<file path="src/include/dbg_mem_config.svh">
// ------------------------------
// debug memory configuration
// hart count, data count, program buffer size
// fixed debug address map (zero page)
// ------------------------------
`ifndef DBG_MEM_CONFIG_SVH
`define DBG_MEM_CONFIG_SVH

// sizes
`define DBG_NR_HARTS       4
`define DBG_DATA_COUNT     2
`define DBG_PROGBUF_SIZE   8

// only the low bits of the bus address are decoded
`define DBG_ADDR_BITS      12

// addresses written by the hart from the debug ROM
`define DBG_HALTED_ADDR    12'h100
`define DBG_GOING_ADDR     12'h108
`define DBG_RESUMING_ADDR  12'h110
`define DBG_EXCEPTION_ADDR 12'h118

// variable jump slot and per-hart flag area
`define DBG_WHERETO_ADDR   12'h300
`define DBG_FLAGS_BASE     12'h400
`define DBG_FLAGS_END      12'h7FF

// data registers, program buffer sits right below
`define DBG_DATA_ADDR      12'h380
`define DBG_RESUME_ADDR    12'h808

`endif

</file>
<file path="src/hw/dbg_mem_pkg.sv">
// ------------------------------
// debug memory package
// command, error and flag types
// derived region addresses
// RISC-V instruction encoders
// ------------------------------
`include "dbg_mem_config.svh"

package dbg_mem_pkg;

  typedef logic [1:0]                        hartsel_t;
  typedef logic [`DBG_NR_HARTS-1:0]          hart_vec_t;
  typedef logic [`DBG_DATA_COUNT-1:0][31:0]  data_words_t;
  typedef logic [`DBG_PROGBUF_SIZE-1:0][31:0] progbuf_t;

  // abstract command as written to the command register
  typedef struct packed {
    logic [7:0]  cmdtype;
    logic [23:0] control;
  } cmd_t;

  // access register view of the control field
  typedef struct packed {
    logic        reserved;
    logic [2:0]  aarsize;
    logic        postincrement;
    logic        postexec;
    logic        transfer;
    logic        write;
    logic [15:0] regno;
  } ac_ar_t;

  typedef enum logic [2:0] {
    CMD_ERR_NONE          = 3'd0,
    CMD_ERR_NOT_SUPPORTED = 3'd2,
    CMD_ERR_EXCEPTION     = 3'd3,
    CMD_ERR_HALT_RESUME   = 3'd4
  } cmderr_e;

  // ten words of generated program
  typedef logic [9:0][31:0] abs_prog_t;

  localparam logic [7:0]  CMD_ACCESS_REG = 8'h00;
  localparam logic [11:0] CSR_DSCRATCH0  = 12'h7b2;

  // ------------------------------
  // derived region bases
  // ------------------------------
  localparam logic [11:0] PROGBUF_BASE = `DBG_DATA_ADDR - 4 * `DBG_PROGBUF_SIZE;
  localparam logic [11:0] ABS_CMD_BASE = PROGBUF_BASE - 12'd40;

  // ------------------------------
  // instruction encoders
  // ------------------------------
  function automatic logic [31:0] jal(logic [4:0] rd, logic [20:0] imm);
    return {imm[20], imm[10:1], imm[11], imm[19:12], rd, 7'h6f};
  endfunction

  // funct3 carries the access size
  function automatic logic [31:0] load(logic [2:0] size, logic [4:0] dest,
                                       logic [4:0] base, logic [11:0] offset);
    return {offset, base, size, dest, 7'h03};
  endfunction

  function automatic logic [31:0] store(logic [2:0] size, logic [4:0] src,
                                        logic [4:0] base, logic [11:0] offset);
    return {offset[11:5], src, base, size, offset[4:0], 7'h23};
  endfunction

  // csrrw x0, csr, rs1
  function automatic logic [31:0] csrw(logic [11:0] csr, logic [4:0] rs1);
    return {csr, rs1, 3'h1, 5'h0, 7'h73};
  endfunction

  // csrrs dest, csr, x0
  function automatic logic [31:0] csrr(logic [11:0] csr, logic [4:0] dest);
    return {csr, 5'h0, 3'h2, dest, 7'h73};
  endfunction

  function automatic logic [31:0] nop();
    return 32'h0000_0013;
  endfunction

  function automatic logic [31:0] ebreak();
    return 32'h0010_0073;
  endfunction

  function automatic logic [31:0] illegal();
    return 32'h0000_0000;
  endfunction

  function automatic logic [31:0] auipc(logic [4:0] rd, logic [19:0] imm);
    return {imm, rd, 7'h17};
  endfunction

endpackage

</file>
<file path="src/hw/dbg_core_bus_if.sv">
// ------------------------------
// core-side bus access
// one request strobe, no handshake
// ------------------------------
`timescale 1ns/1ps

interface dbg_core_bus_if;

  // request strobe, write when we is high
  logic        req;
  logic        we;
  // full bus address, low bits decoded downstream
  logic [31:0] addr;
  logic [31:0] wdata;
  // byte enables for data register writes
  logic [3:0]  be;

  // hart control decodes the hart-written addresses
  modport ctrl (
    input req, we, addr, wdata
  );

  // memory port handles data writes and all reads
  modport mem (
    input req, we, addr, wdata, be
  );

endinterface

</file>
<file path="src/hw/dbg_abstract_cmd_gen.sv">
// ------------------------------
// abstract command program builder
// access register, GPR and CSR
// postexec and unsupported detection
// ------------------------------
`timescale 1ns/1ps
`include "dbg_mem_config.svh"

module dbg_abstract_cmd_gen import dbg_mem_pkg::*; (
  input  cmd_t       cmd_i,
  output abs_prog_t  prog_o,
  output logic       unsupported_o
);

  // s0 is borrowed as scratch for CSR moves
  localparam logic [4:0] REG_S0 = 5'd8;
  // zero page, x0 is the load base
  localparam logic [4:0] REG_BASE = 5'd0;
  localparam logic [11:0] DATA_OFF = `DBG_DATA_ADDR;

  ac_ar_t ac_ar;

  assign ac_ar = ac_ar_t'(cmd_i.control);

  always_comb begin : p_prog
    unsupported_o = 1'b0;
    // default program, trap unless a transfer fills it in
    prog_o[0] = illegal();
    for (int i = 1; i < 9; i++) begin
      prog_o[i] = nop();
    end
    prog_o[9] = ebreak();

    if (cmd_i.cmdtype == CMD_ACCESS_REG) begin
      // ------------------------------
      // access register
      // ------------------------------
      if (ac_ar.aarsize < 3'd3 && !ac_ar.postincrement && ac_ar.transfer) begin
        prog_o[0] = nop();
        if (ac_ar.regno[15:14] != 2'b00) begin
          // reserved range, leave right away
          prog_o[0]     = ebreak();
          unsupported_o = 1'b1;
        end else if (ac_ar.regno[12] && ac_ar.regno[5]) begin
          // no FPU transfers
          prog_o[0]     = ebreak();
          unsupported_o = 1'b1;
        end else if (ac_ar.regno[12]) begin
          // GPR, one load or store against the data base
          if (ac_ar.write) begin
            prog_o[4] = load(ac_ar.aarsize, ac_ar.regno[4:0], REG_BASE, DATA_OFF);
          end else begin
            prog_o[4] = store(ac_ar.aarsize, ac_ar.regno[4:0], REG_BASE, DATA_OFF);
          end
        end else begin
          // CSR, move through s0 and put s0 back
          prog_o[4] = csrw(CSR_DSCRATCH0, REG_S0);
          if (ac_ar.write) begin
            prog_o[5] = load(ac_ar.aarsize, REG_S0, REG_BASE, DATA_OFF);
            prog_o[6] = csrw(ac_ar.regno[11:0], REG_S0);
          end else begin
            prog_o[5] = csrr(ac_ar.regno[11:0], REG_S0);
            prog_o[6] = store(ac_ar.aarsize, REG_S0, REG_BASE, DATA_OFF);
          end
          prog_o[7] = csrr(CSR_DSCRATCH0, REG_S0);
        end
      end else if (ac_ar.aarsize >= 3'd3 || ac_ar.postincrement) begin
        // 64 bit access or autoincrement
        prog_o[0]     = ebreak();
        unsupported_o = 1'b1;
      end
      // fall through into the program buffer
      if (ac_ar.postexec && !unsupported_o) begin
        prog_o[9] = nop();
      end
    end else begin
      // quick access and memory access are not there
      prog_o[0]     = ebreak();
      unsupported_o = 1'b1;
    end
  end

endmodule

</file>
<file path="src/hw/dbg_hart_ctrl.sv">
// ------------------------------
// hart control FSM
// halted and resuming flags per hart
// command error pulses
// ------------------------------
`timescale 1ns/1ps
`include "dbg_mem_config.svh"

module dbg_hart_ctrl import dbg_mem_pkg::*; (
  input  logic           clk_i,
  input  logic           rst_ni,
  input  logic           ndmreset_i,
  input  hartsel_t       hartsel_i,
  input  hart_vec_t      haltreq_i,
  input  hart_vec_t      resumereq_i,
  input  logic           clear_resumeack_i,
  input  logic           cmd_valid_i,
  input  logic           unsupported_i,
  dbg_core_bus_if.ctrl   bus,
  output hart_vec_t      halted_o,
  output hart_vec_t      resuming_o,
  output logic           go_o,
  output logic           resume_o,
  output logic           cmdbusy_o,
  output logic           going_o,
  output logic           cmderror_valid_o,
  output cmderr_e        cmderror_o
);

  typedef enum logic [1:0] {
    ST_IDLE,
    ST_GO,
    ST_RESUME,
    ST_CMD_EXEC
  } state_e;

  state_e    state_d, state_q;
  hart_vec_t halted_d, halted_q;
  hart_vec_t resuming_d, resuming_q;
  logic [`DBG_ADDR_BITS-1:0] addr;
  hartsel_t  wdata_hart;
  logic      wr;
  logic      halted_wr, going_wr, resuming_wr, exception_wr;
  logic      halted_sel;

  // ------------------------------
  // hart write decode
  // ------------------------------
  assign addr         = bus.addr[`DBG_ADDR_BITS-1:0];
  // the hart puts its own index in the write data
  assign wdata_hart   = hartsel_t'(bus.wdata[1:0]);
  assign wr           = bus.req && bus.we;
  assign halted_wr    = wr && (addr == `DBG_HALTED_ADDR);
  assign going_wr     = wr && (addr == `DBG_GOING_ADDR);
  assign resuming_wr  = wr && (addr == `DBG_RESUMING_ADDR);
  assign exception_wr = wr && (addr == `DBG_EXCEPTION_ADDR);
  // selected hart reports halt again, command done
  assign halted_sel   = halted_wr && (wdata_hart == hartsel_i);

  assign going_o    = going_wr;
  assign halted_o   = halted_q;
  assign resuming_o = resuming_q;

  always_comb begin : p_flags
    halted_d   = halted_q;
    resuming_d = resuming_q;
    // debugger acknowledges the resume
    if (clear_resumeack_i) begin
      resuming_d[hartsel_i] = 1'b0;
    end
    if (halted_wr) begin
      halted_d[wdata_hart] = 1'b1;
    end
    // hart left the park loop, no longer halted
    if (resuming_wr) begin
      halted_d[wdata_hart]   = 1'b0;
      resuming_d[wdata_hart] = 1'b1;
    end
    if (ndmreset_i) begin
      halted_d   = '0;
      resuming_d = '0;
    end
  end

  // ------------------------------
  // control FSM and error pulses
  // ------------------------------
  always_comb begin : p_fsm
    state_d          = state_q;
    go_o             = 1'b0;
    resume_o         = 1'b0;
    cmdbusy_o        = 1'b1;
    cmderror_valid_o = 1'b0;
    cmderror_o       = CMD_ERR_NONE;
    case (state_q)
      ST_IDLE: begin
        cmdbusy_o = 1'b0;
        if (cmd_valid_i && halted_q[hartsel_i] && !unsupported_i) begin
          state_d = ST_GO;
        end else if (cmd_valid_i) begin
          // commands need a halted hart
          cmderror_valid_o = 1'b1;
          cmderror_o       = CMD_ERR_HALT_RESUME;
        end
        // resume only a halted hart that already cleared its ack
        if (resumereq_i[hartsel_i] && !resuming_q[hartsel_i] &&
            !haltreq_i[hartsel_i] && halted_q[hartsel_i]) begin
          state_d = ST_RESUME;
        end
      end
      ST_GO: begin
        go_o = 1'b1;
        if (going_wr) begin
          state_d = ST_CMD_EXEC;
        end
      end
      ST_RESUME: begin
        resume_o = 1'b1;
        if (resuming_q[hartsel_i]) begin
          state_d = ST_IDLE;
        end
      end
      ST_CMD_EXEC: begin
        if (halted_sel) begin
          state_d = ST_IDLE;
        end
      end
      default: state_d = ST_IDLE;
    endcase
    // later checks win, exception is the strongest
    if (unsupported_i && cmd_valid_i) begin
      cmderror_valid_o = 1'b1;
      cmderror_o       = CMD_ERR_NOT_SUPPORTED;
    end
    if (exception_wr) begin
      cmderror_valid_o = 1'b1;
      cmderror_o       = CMD_ERR_EXCEPTION;
    end
    if (ndmreset_i) begin
      state_d  = ST_IDLE;
      go_o     = 1'b0;
      resume_o = 1'b0;
    end
  end

  always_ff @(posedge clk_i or negedge rst_ni) begin : p_regs
    if (!rst_ni) begin
      state_q    <= ST_IDLE;
      halted_q   <= '0;
      resuming_q <= '0;
    end else begin
      state_q    <= state_d;
      halted_q   <= halted_d;
      resuming_q <= resuming_d;
    end
  end

endmodule

</file>
<file path="src/hw/dbg_mem_port.sv">
// ------------------------------
// core-facing memory port
// data register write merge
// registered read decode of all regions
// ------------------------------
`timescale 1ns/1ps
`include "dbg_mem_config.svh"

module dbg_mem_port import dbg_mem_pkg::*; (
  input  logic          clk_i,
  input  logic          rst_ni,
  dbg_core_bus_if.mem   bus,
  input  hartsel_t      hartsel_i,
  input  hart_vec_t     resumereq_i,
  input  logic          go_i,
  input  logic          resume_i,
  input  logic          cmdbusy_i,
  input  cmd_t          cmd_i,
  input  abs_prog_t     prog_i,
  input  progbuf_t      progbuf_i,
  input  data_words_t   data_i,
  output data_words_t   data_o,
  output logic          data_valid_o,
  output logic [31:0]   rdata_o
);

  localparam int unsigned WA_W = `DBG_ADDR_BITS - 2;
  localparam int unsigned PB_W = $clog2(`DBG_PROGBUF_SIZE);

  typedef logic [WA_W-1:0] word_addr_t;

  // region bounds in bytes
  localparam logic [11:0] DATA_END    = `DBG_DATA_ADDR + 4 * `DBG_DATA_COUNT - 1;
  localparam logic [11:0] PROGBUF_END = `DBG_DATA_ADDR - 1;
  localparam logic [11:0] ABS_CMD_END = PROGBUF_BASE - 1;

  logic [`DBG_ADDR_BITS-1:0] addr;
  word_addr_t  word_addr, data_off;
  logic [PB_W-1:0] pb_idx;
  logic [3:0]  abs_idx;
  hartsel_t    wdata_hart;
  ac_ar_t      ac_ar;
  logic [31:0] rdata_d, rdata_q;

  assign addr       = bus.addr[`DBG_ADDR_BITS-1:0];
  assign word_addr  = addr[`DBG_ADDR_BITS-1:2];
  assign data_off   = word_addr - word_addr_t'(`DBG_DATA_ADDR >> 2);
  assign pb_idx     = PB_W'(word_addr - word_addr_t'(PROGBUF_BASE >> 2));
  assign abs_idx    = 4'(word_addr - word_addr_t'(ABS_CMD_BASE >> 2));
  assign wdata_hart = hartsel_t'(bus.wdata[1:0]);
  assign ac_ar      = ac_ar_t'(cmd_i.control);
  assign rdata_o    = rdata_q;

  // ------------------------------
  // data register writes
  // ------------------------------
  always_comb begin : p_data_write
    data_o       = data_i;
    data_valid_o = 1'b0;
    if (bus.req && bus.we && (addr inside {[`DBG_DATA_ADDR:DATA_END]})) begin
      data_valid_o = 1'b1;
      for (int dc = 0; dc < `DBG_DATA_COUNT; dc++) begin
        if (data_off == word_addr_t'(dc)) begin
          // merge byte lanes under be
          for (int b = 0; b < 4; b++) begin
            if (bus.be[b]) begin
              data_o[dc][8*b +: 8] = bus.wdata[8*b +: 8];
            end
          end
        end
      end
    end
  end

  // ------------------------------
  // read decode
  // ------------------------------
  always_comb begin : p_read
    rdata_d = rdata_q;
    if (bus.req && !bus.we) begin
      rdata_d = '0;
      case (addr) inside
        `DBG_WHERETO_ADDR: begin
          if (cmdbusy_i) begin
            // postexec without transfer goes straight to the program buffer
            if (cmd_i.cmdtype == CMD_ACCESS_REG && !ac_ar.transfer && ac_ar.postexec) begin
              rdata_d = jal(5'd0, 21'(PROGBUF_BASE) - 21'(`DBG_WHERETO_ADDR));
            end else begin
              rdata_d = jal(5'd0, 21'(ABS_CMD_BASE) - 21'(`DBG_WHERETO_ADDR));
            end
          end else if (resumereq_i[wdata_hart]) begin
            rdata_d = jal(5'd0, 21'(`DBG_RESUME_ADDR) - 21'(`DBG_WHERETO_ADDR));
          end
        end
        [`DBG_DATA_ADDR:DATA_END]: begin
          for (int dc = 0; dc < `DBG_DATA_COUNT; dc++) begin
            if (data_off == word_addr_t'(dc)) begin
              rdata_d = data_i[dc];
            end
          end
        end
        [PROGBUF_BASE:PROGBUF_END]: rdata_d = progbuf_i[pb_idx];
        [ABS_CMD_BASE:ABS_CMD_END]: rdata_d = prog_i[abs_idx];
        // harts poll here, one byte lane per hart
        [`DBG_FLAGS_BASE:`DBG_FLAGS_END]: begin
          if (word_addr - word_addr_t'(`DBG_FLAGS_BASE >> 2) == word_addr_t'(hartsel_i >> 2)) begin
            rdata_d[{hartsel_i, 3'b000} +: 8] = {6'b0, resume_i, go_i};
          end
        end
        default: rdata_d = '0;
      endcase
    end
  end

  always_ff @(posedge clk_i or negedge rst_ni) begin : p_rdata
    if (!rst_ni) begin
      rdata_q <= '0;
    end else begin
      rdata_q <= rdata_d;
    end
  end

endmodule

</file>
<file path="src/hw/dbg_mem_top.sv">
// ------------------------------
// debug memory top level
// bus interface, hart control,
// command builder and memory port
// ------------------------------
`timescale 1ns/1ps

module dbg_mem_top import dbg_mem_pkg::*; (
  input  logic         clk_i,
  input  logic         rst_ni,
  input  logic         ndmreset_i,
  input  hartsel_t     hartsel_i,
  input  hart_vec_t    haltreq_i,
  input  hart_vec_t    resumereq_i,
  input  logic         clear_resumeack_i,
  input  progbuf_t     progbuf_i,
  input  data_words_t  data_i,
  input  logic         cmd_valid_i,
  input  cmd_t         cmd_i,
  input  logic         req_i,
  input  logic         we_i,
  input  logic [31:0]  addr_i,
  input  logic [31:0]  wdata_i,
  input  logic [3:0]   be_i,
  output hart_vec_t    debug_req_o,
  output hart_vec_t    halted_o,
  output hart_vec_t    resuming_o,
  output data_words_t  data_o,
  output logic         data_valid_o,
  output logic         cmderror_valid_o,
  output cmderr_e      cmderror_o,
  output logic         cmdbusy_o,
  output logic [31:0]  rdata_o
);

  logic      go, resume, unsupported;
  abs_prog_t prog;

  dbg_core_bus_if bus ();

  assign bus.req   = req_i;
  assign bus.we    = we_i;
  assign bus.addr  = addr_i;
  assign bus.wdata = wdata_i;
  assign bus.be    = be_i;

  // halt requests go straight to the harts
  assign debug_req_o = haltreq_i;

  dbg_hart_ctrl dbg_hart_ctrl_inst (
    .clk_i, .rst_ni, .ndmreset_i, .hartsel_i, .haltreq_i, .resumereq_i,
    .clear_resumeack_i, .cmd_valid_i,
    .unsupported_i (unsupported), .bus (bus.ctrl),
    .halted_o, .resuming_o, .go_o (go), .resume_o (resume), .cmdbusy_o,
    .going_o (), .cmderror_valid_o, .cmderror_o
  );

  dbg_abstract_cmd_gen dbg_abstract_cmd_gen_inst (
    .cmd_i, .prog_o (prog), .unsupported_o (unsupported)
  );

  dbg_mem_port dbg_mem_port_inst (
    .clk_i, .rst_ni, .bus (bus.mem), .hartsel_i, .resumereq_i,
    .go_i (go), .resume_i (resume), .cmdbusy_i (cmdbusy_o), .cmd_i,
    .prog_i (prog), .progbuf_i, .data_i, .data_o, .data_valid_o, .rdata_o
  );

endmodule

</file>
<file path="config.mk">
export PLATFORM = sky130hd
export DESIGN_NAME = dbg_mem_top
export DESIGN_NICKNAME = d
export VERILOG_FILES = /design/src/hw/dbg_mem_pkg.sv /design/src/hw/dbg_core_bus_if.sv /design/src/hw/dbg_abstract_cmd_gen.sv /design/src/hw/dbg_hart_ctrl.sv /design/src/hw/dbg_mem_port.sv /design/src/hw/dbg_mem_top.sv
export VERILOG_INCLUDE_DIRS = /design/src /design/src/include
export SDC_FILE = /design/constraint.sdc
export NUM_CORES = 1
export LEC_CHECK = 0
export ABC_AREA = 1
export BUFFER_PORTS_ARGS = -buffer_cell sky130_fd_sc_hd__buf_2
export CAP_MARGIN = 20
export CELL_PAD_IN_SITES_DETAIL_PLACEMENT = 0
export CELL_PAD_IN_SITES_GLOBAL_PLACEMENT = 1
export CORE_AREA = 2 2 212 214
export CTS_CLUSTER_DIAMETER = 150
export DETAILED_ROUTE_END_ITERATION = 8
export DIE_AREA = 0 0 214 216
export PLACE_DENSITY_LB_ADDON = 0.1
export SYNTH_ARGS = -nofsm -noshare
export SYNTH_HDL_FRONTEND = slang
export SYNTH_SLANG_ARGS = --single-unit
</file>
<file path="constraint.sdc">
create_clock -name clk_i -period 4.4 [get_ports clk_i]
set_clock_uncertainty 0.1 [all_clocks]
set_input_delay 0 -clock clk_i [delete_from_list [all_inputs] [get_ports clk_i]]
set_output_delay 0 -clock clk_i [all_outputs]
set_load 0.02 [all_outputs]
</file>
==> results.json <==
{
  "layout.nets": 2169,
  "critical-path-slowest-cell": "nor2_4",
  "dp_hpwl_microns": 42200,
  "finalCritPeriodShare": 0.700,
  "synth_flop_cell": "dfrtp_1",
  "setup_slack_ps": 1320,
  "power.density_nw_per_um2": 183,
  "synth_area_leaders": "dfrtp_1 15%, nand2_1 15%, nor2_1 11%",
  "reg2reg_depth": 7,
  "critPathMaxFanout": 26,
  "yosysUniqueCellTypes": 44,
  "top_layer": "met5",
  "ys_seq_area_frac": 0.153,
  "num_io_pins": 551,
  "synth_common_cells": "277 x nand2_1, 195 x nor2_1, 130 x nand3_1",
  "cts_buffers": 5,
  "finalSetupViolations": 0,
  "synth_nets": 1677,
  "netlist_area_sq_um": 6890,
  "clk_path_buf_depth": 2,
  "ys_warn_count": 0,
  "post-route-util": 0.237,
  "antenna_found_initial": 7,
  "drt_wl_total_microns": 50300,
  "place_congestion": 0.855,
  "clk_latency_ps": 290,
  "dieArea_sq_um": 46200,
  "timing_hold_violations_final": 0,
  "holdWs_ps": 5.44,
  "root_buffer": "clkbuf_16",
  "coreArea_sq_um": 43800,
  "yosysMostFrequentCell": "nand2_1",
  "first_pass_iters": 5,
  "die_h_microns": 216,
  "drive_above_1_share": 0.358,
  "start_util": 0.157,
  "power.leakage_nw": 5.24,
  "grt_pass1_wl_microns": 72200,
  "finalSetupTns_ps": 0,
  "vdd_drop_max_uv": 119,
  "vias": 10400,
  "worstPathArrival_ps": 2980,
  "rr_endpoint": "dbg_mem_port_inst.rdata_o[9]",
  "holdCritStartpoint": "data_i[49]",
  "syn-instance-count": 1228,
  "maxCapViolCount": 0,
  "ant_nets": 0,
  "grt_pass1_vias": 10800,
  "wl_met1_microns": 21600,
  "met2WireLength_microns": 25700,
  "rrSetupSlack_ps": 2400,
  "async_flop_share": 1.00,
  "min_path_type": "in2reg",
  "grt_setup_unrepaired": "no",
  "avgSynthCellArea_sq_um": 5.61,
  "period_needed_ps": 3080,
  "cts.clk_slew.worst_paths_ps": 70,
  "synth_edf_count": 0,
  "total_power_mw": 1.90,
  "synth_seq_cells": 42,
  "worst_setup_path_start_kind": "input pin",
  "drcViolationCount": 0,
  "preCtsSetupSlack_ps": 1220,
  "grt-ovfl-total": 0,
  "yosys.area.top_type_share": 0.153,
  "die_w_microns": 214,
  "cts_max_level": 2,
  "floorplan.rows": 77,
  "drv_slew": 0,
  "io_buffers": 528,
  "worstMarginPinSlew_ps": 930,
  "holdPathStages": 5,
  "yosys.area.top_type": "dfrtp_1",
  "hold_end": "dbg_mem_port_inst.rdata_o[17]",
  "wl_per_cell_microns": 21.7,
  "grt_max_degree": 43,
  "end_kind": "output pin",
  "worstPathCellList": "buf_2 > nor2_4 > nand2_1 > inv_1 > nand3_1 > inv_2 > buf_4 > nand3_2 > mux2_2 > buf_2",
  "crit_top_cell": "buf_2",
  "viasPerCell": 4.51,
  "fmax_mhz": 324,
  "track_usage": 0.209,
  "drt_iter0_drc": 566,
  "slew_headroom": 0.376,
  "status": "complete, no violations",
  "routed-wl-met3_microns": 2370,
  "clock_sinks": 42,
  "path_class": "in2out",
  "post_cts_buffers": 0,
  "syn_to_final_growth_pct": 50.7,
  "cts_tree": "built",
  "crit_required_ps": 4300,
  "crit_path_max_incr_delay_ps": 680,
  "rr_startpoint": "dbg_hart_ctrl_inst.state_q[0]"
}
[registers in the layout, indices dropped and copies added, names as in the netlist]
signal	cells
dbg_mem_port_inst.rdata_o	32
dbg_hart_ctrl_inst.halted_o	4
dbg_hart_ctrl_inst.resuming_o	4
dbg_hart_ctrl_inst.state_q	2
[how the worst max path moves through the flow]
stage | start | end | slack (ps) | cells past startpoint
6_report | addr_i[2] | data_o[18] | 1320 | 10
5_1_grt | addr_i[2] | data_o[25] | 1070 | 9
4_1_cts | addr_i[2] | data_o[18] | 1300 | 10
3_5_place_dp | addr_i[2] | dbg_mem_port_inst.rdata_o[28] | 1220 | 10
3_3_place_gp | addr_i[2] | dbg_mem_port_inst.rdata_o[28] | 1240 | 10
2_1_floorplan | addr_i[7] | data_o[25] | 2680 | 10
[routing by layer]
| metal | GRT usage | vias to the layer above |
|---|---|---|
| met2 | 0.386 | 290 |
| met4 | 0.0301 | 2 |
| met1 | 0.255 | 4915 |
| met3 | 0.0376 | 29 |
| met5 | 0 | - |
| li1 | - | 5212 |
[critical path: cells and delay by family]
kind,cells,cell delay [ps]
mux,1,390
simple gates,4,1570
buf+inv,5,1000
[report_power, final]
group	leakage [nW]	internal, mW	total, mW	switching [mW]
registers	0.553	0.427	0.453	0.0265
logic	4.59	0.342	0.928	0.585
clock network	0.0971	0.341	0.518	0.176
[stage by stage]
stage | area (sq um) | cells
final | 10400 | 2319
after global routing | 10400 | 2317
after CTS | 10400 | 2313
after detailed placement | 10100 | 2295
after global placement | 10100 | 2295
after floorplan | 6890 | 1228
[layout make-up]
class / instances / area [sq um]
clock inverter: 2 / 60.1
fill: 5177 / 33500
tap: 592 / 741
clock buffer: 6 / 139
inverter: 103 / 389
sequential: 42 / 1050
antenna: 6 / 15.0
multi-input combinational: 1010 / 5100
timing repair buffer: 558 / 2890
[timing repair]
action | in CTS | in global routing
hold buffers | 10 | 0
endpoints found under the hold margin | 53 | 0
gates resized for setup | 0 | 0
[cells by family (layout without fill, tap and decap cells)]
logic type	count (synthesis)	after routing	synth area share
compound gates	264	264	0.228
xor+xnor	2	2	0.00254
fa+ha+maj	12	12	0.0218
buf+inv	176	669	0.109
flops	42	42	0.153
mux	20	20	0.0338
other cells	0	6	0
simple gates	712	712	0.452
[cell usage in the layout (no fill, tap or decap), drive strengths merged, types with 4 or more instances in the layout]
master	n
mux2	20
o211ai	6
ha	12
clkbuf	6
o31ai	5
nand3	133
o221ai	13
nand2	284
buf	548
nor2	203
inv	102
o22ai	59
o21ai	90
a31oi	15
a211oi	4
a22oi	13
or2	5
a21oi	51
diode	6
dlygate4sd3	10
nand4	26
dfrtp	42
nor3	56
Power figures use the tool's default switching activity.
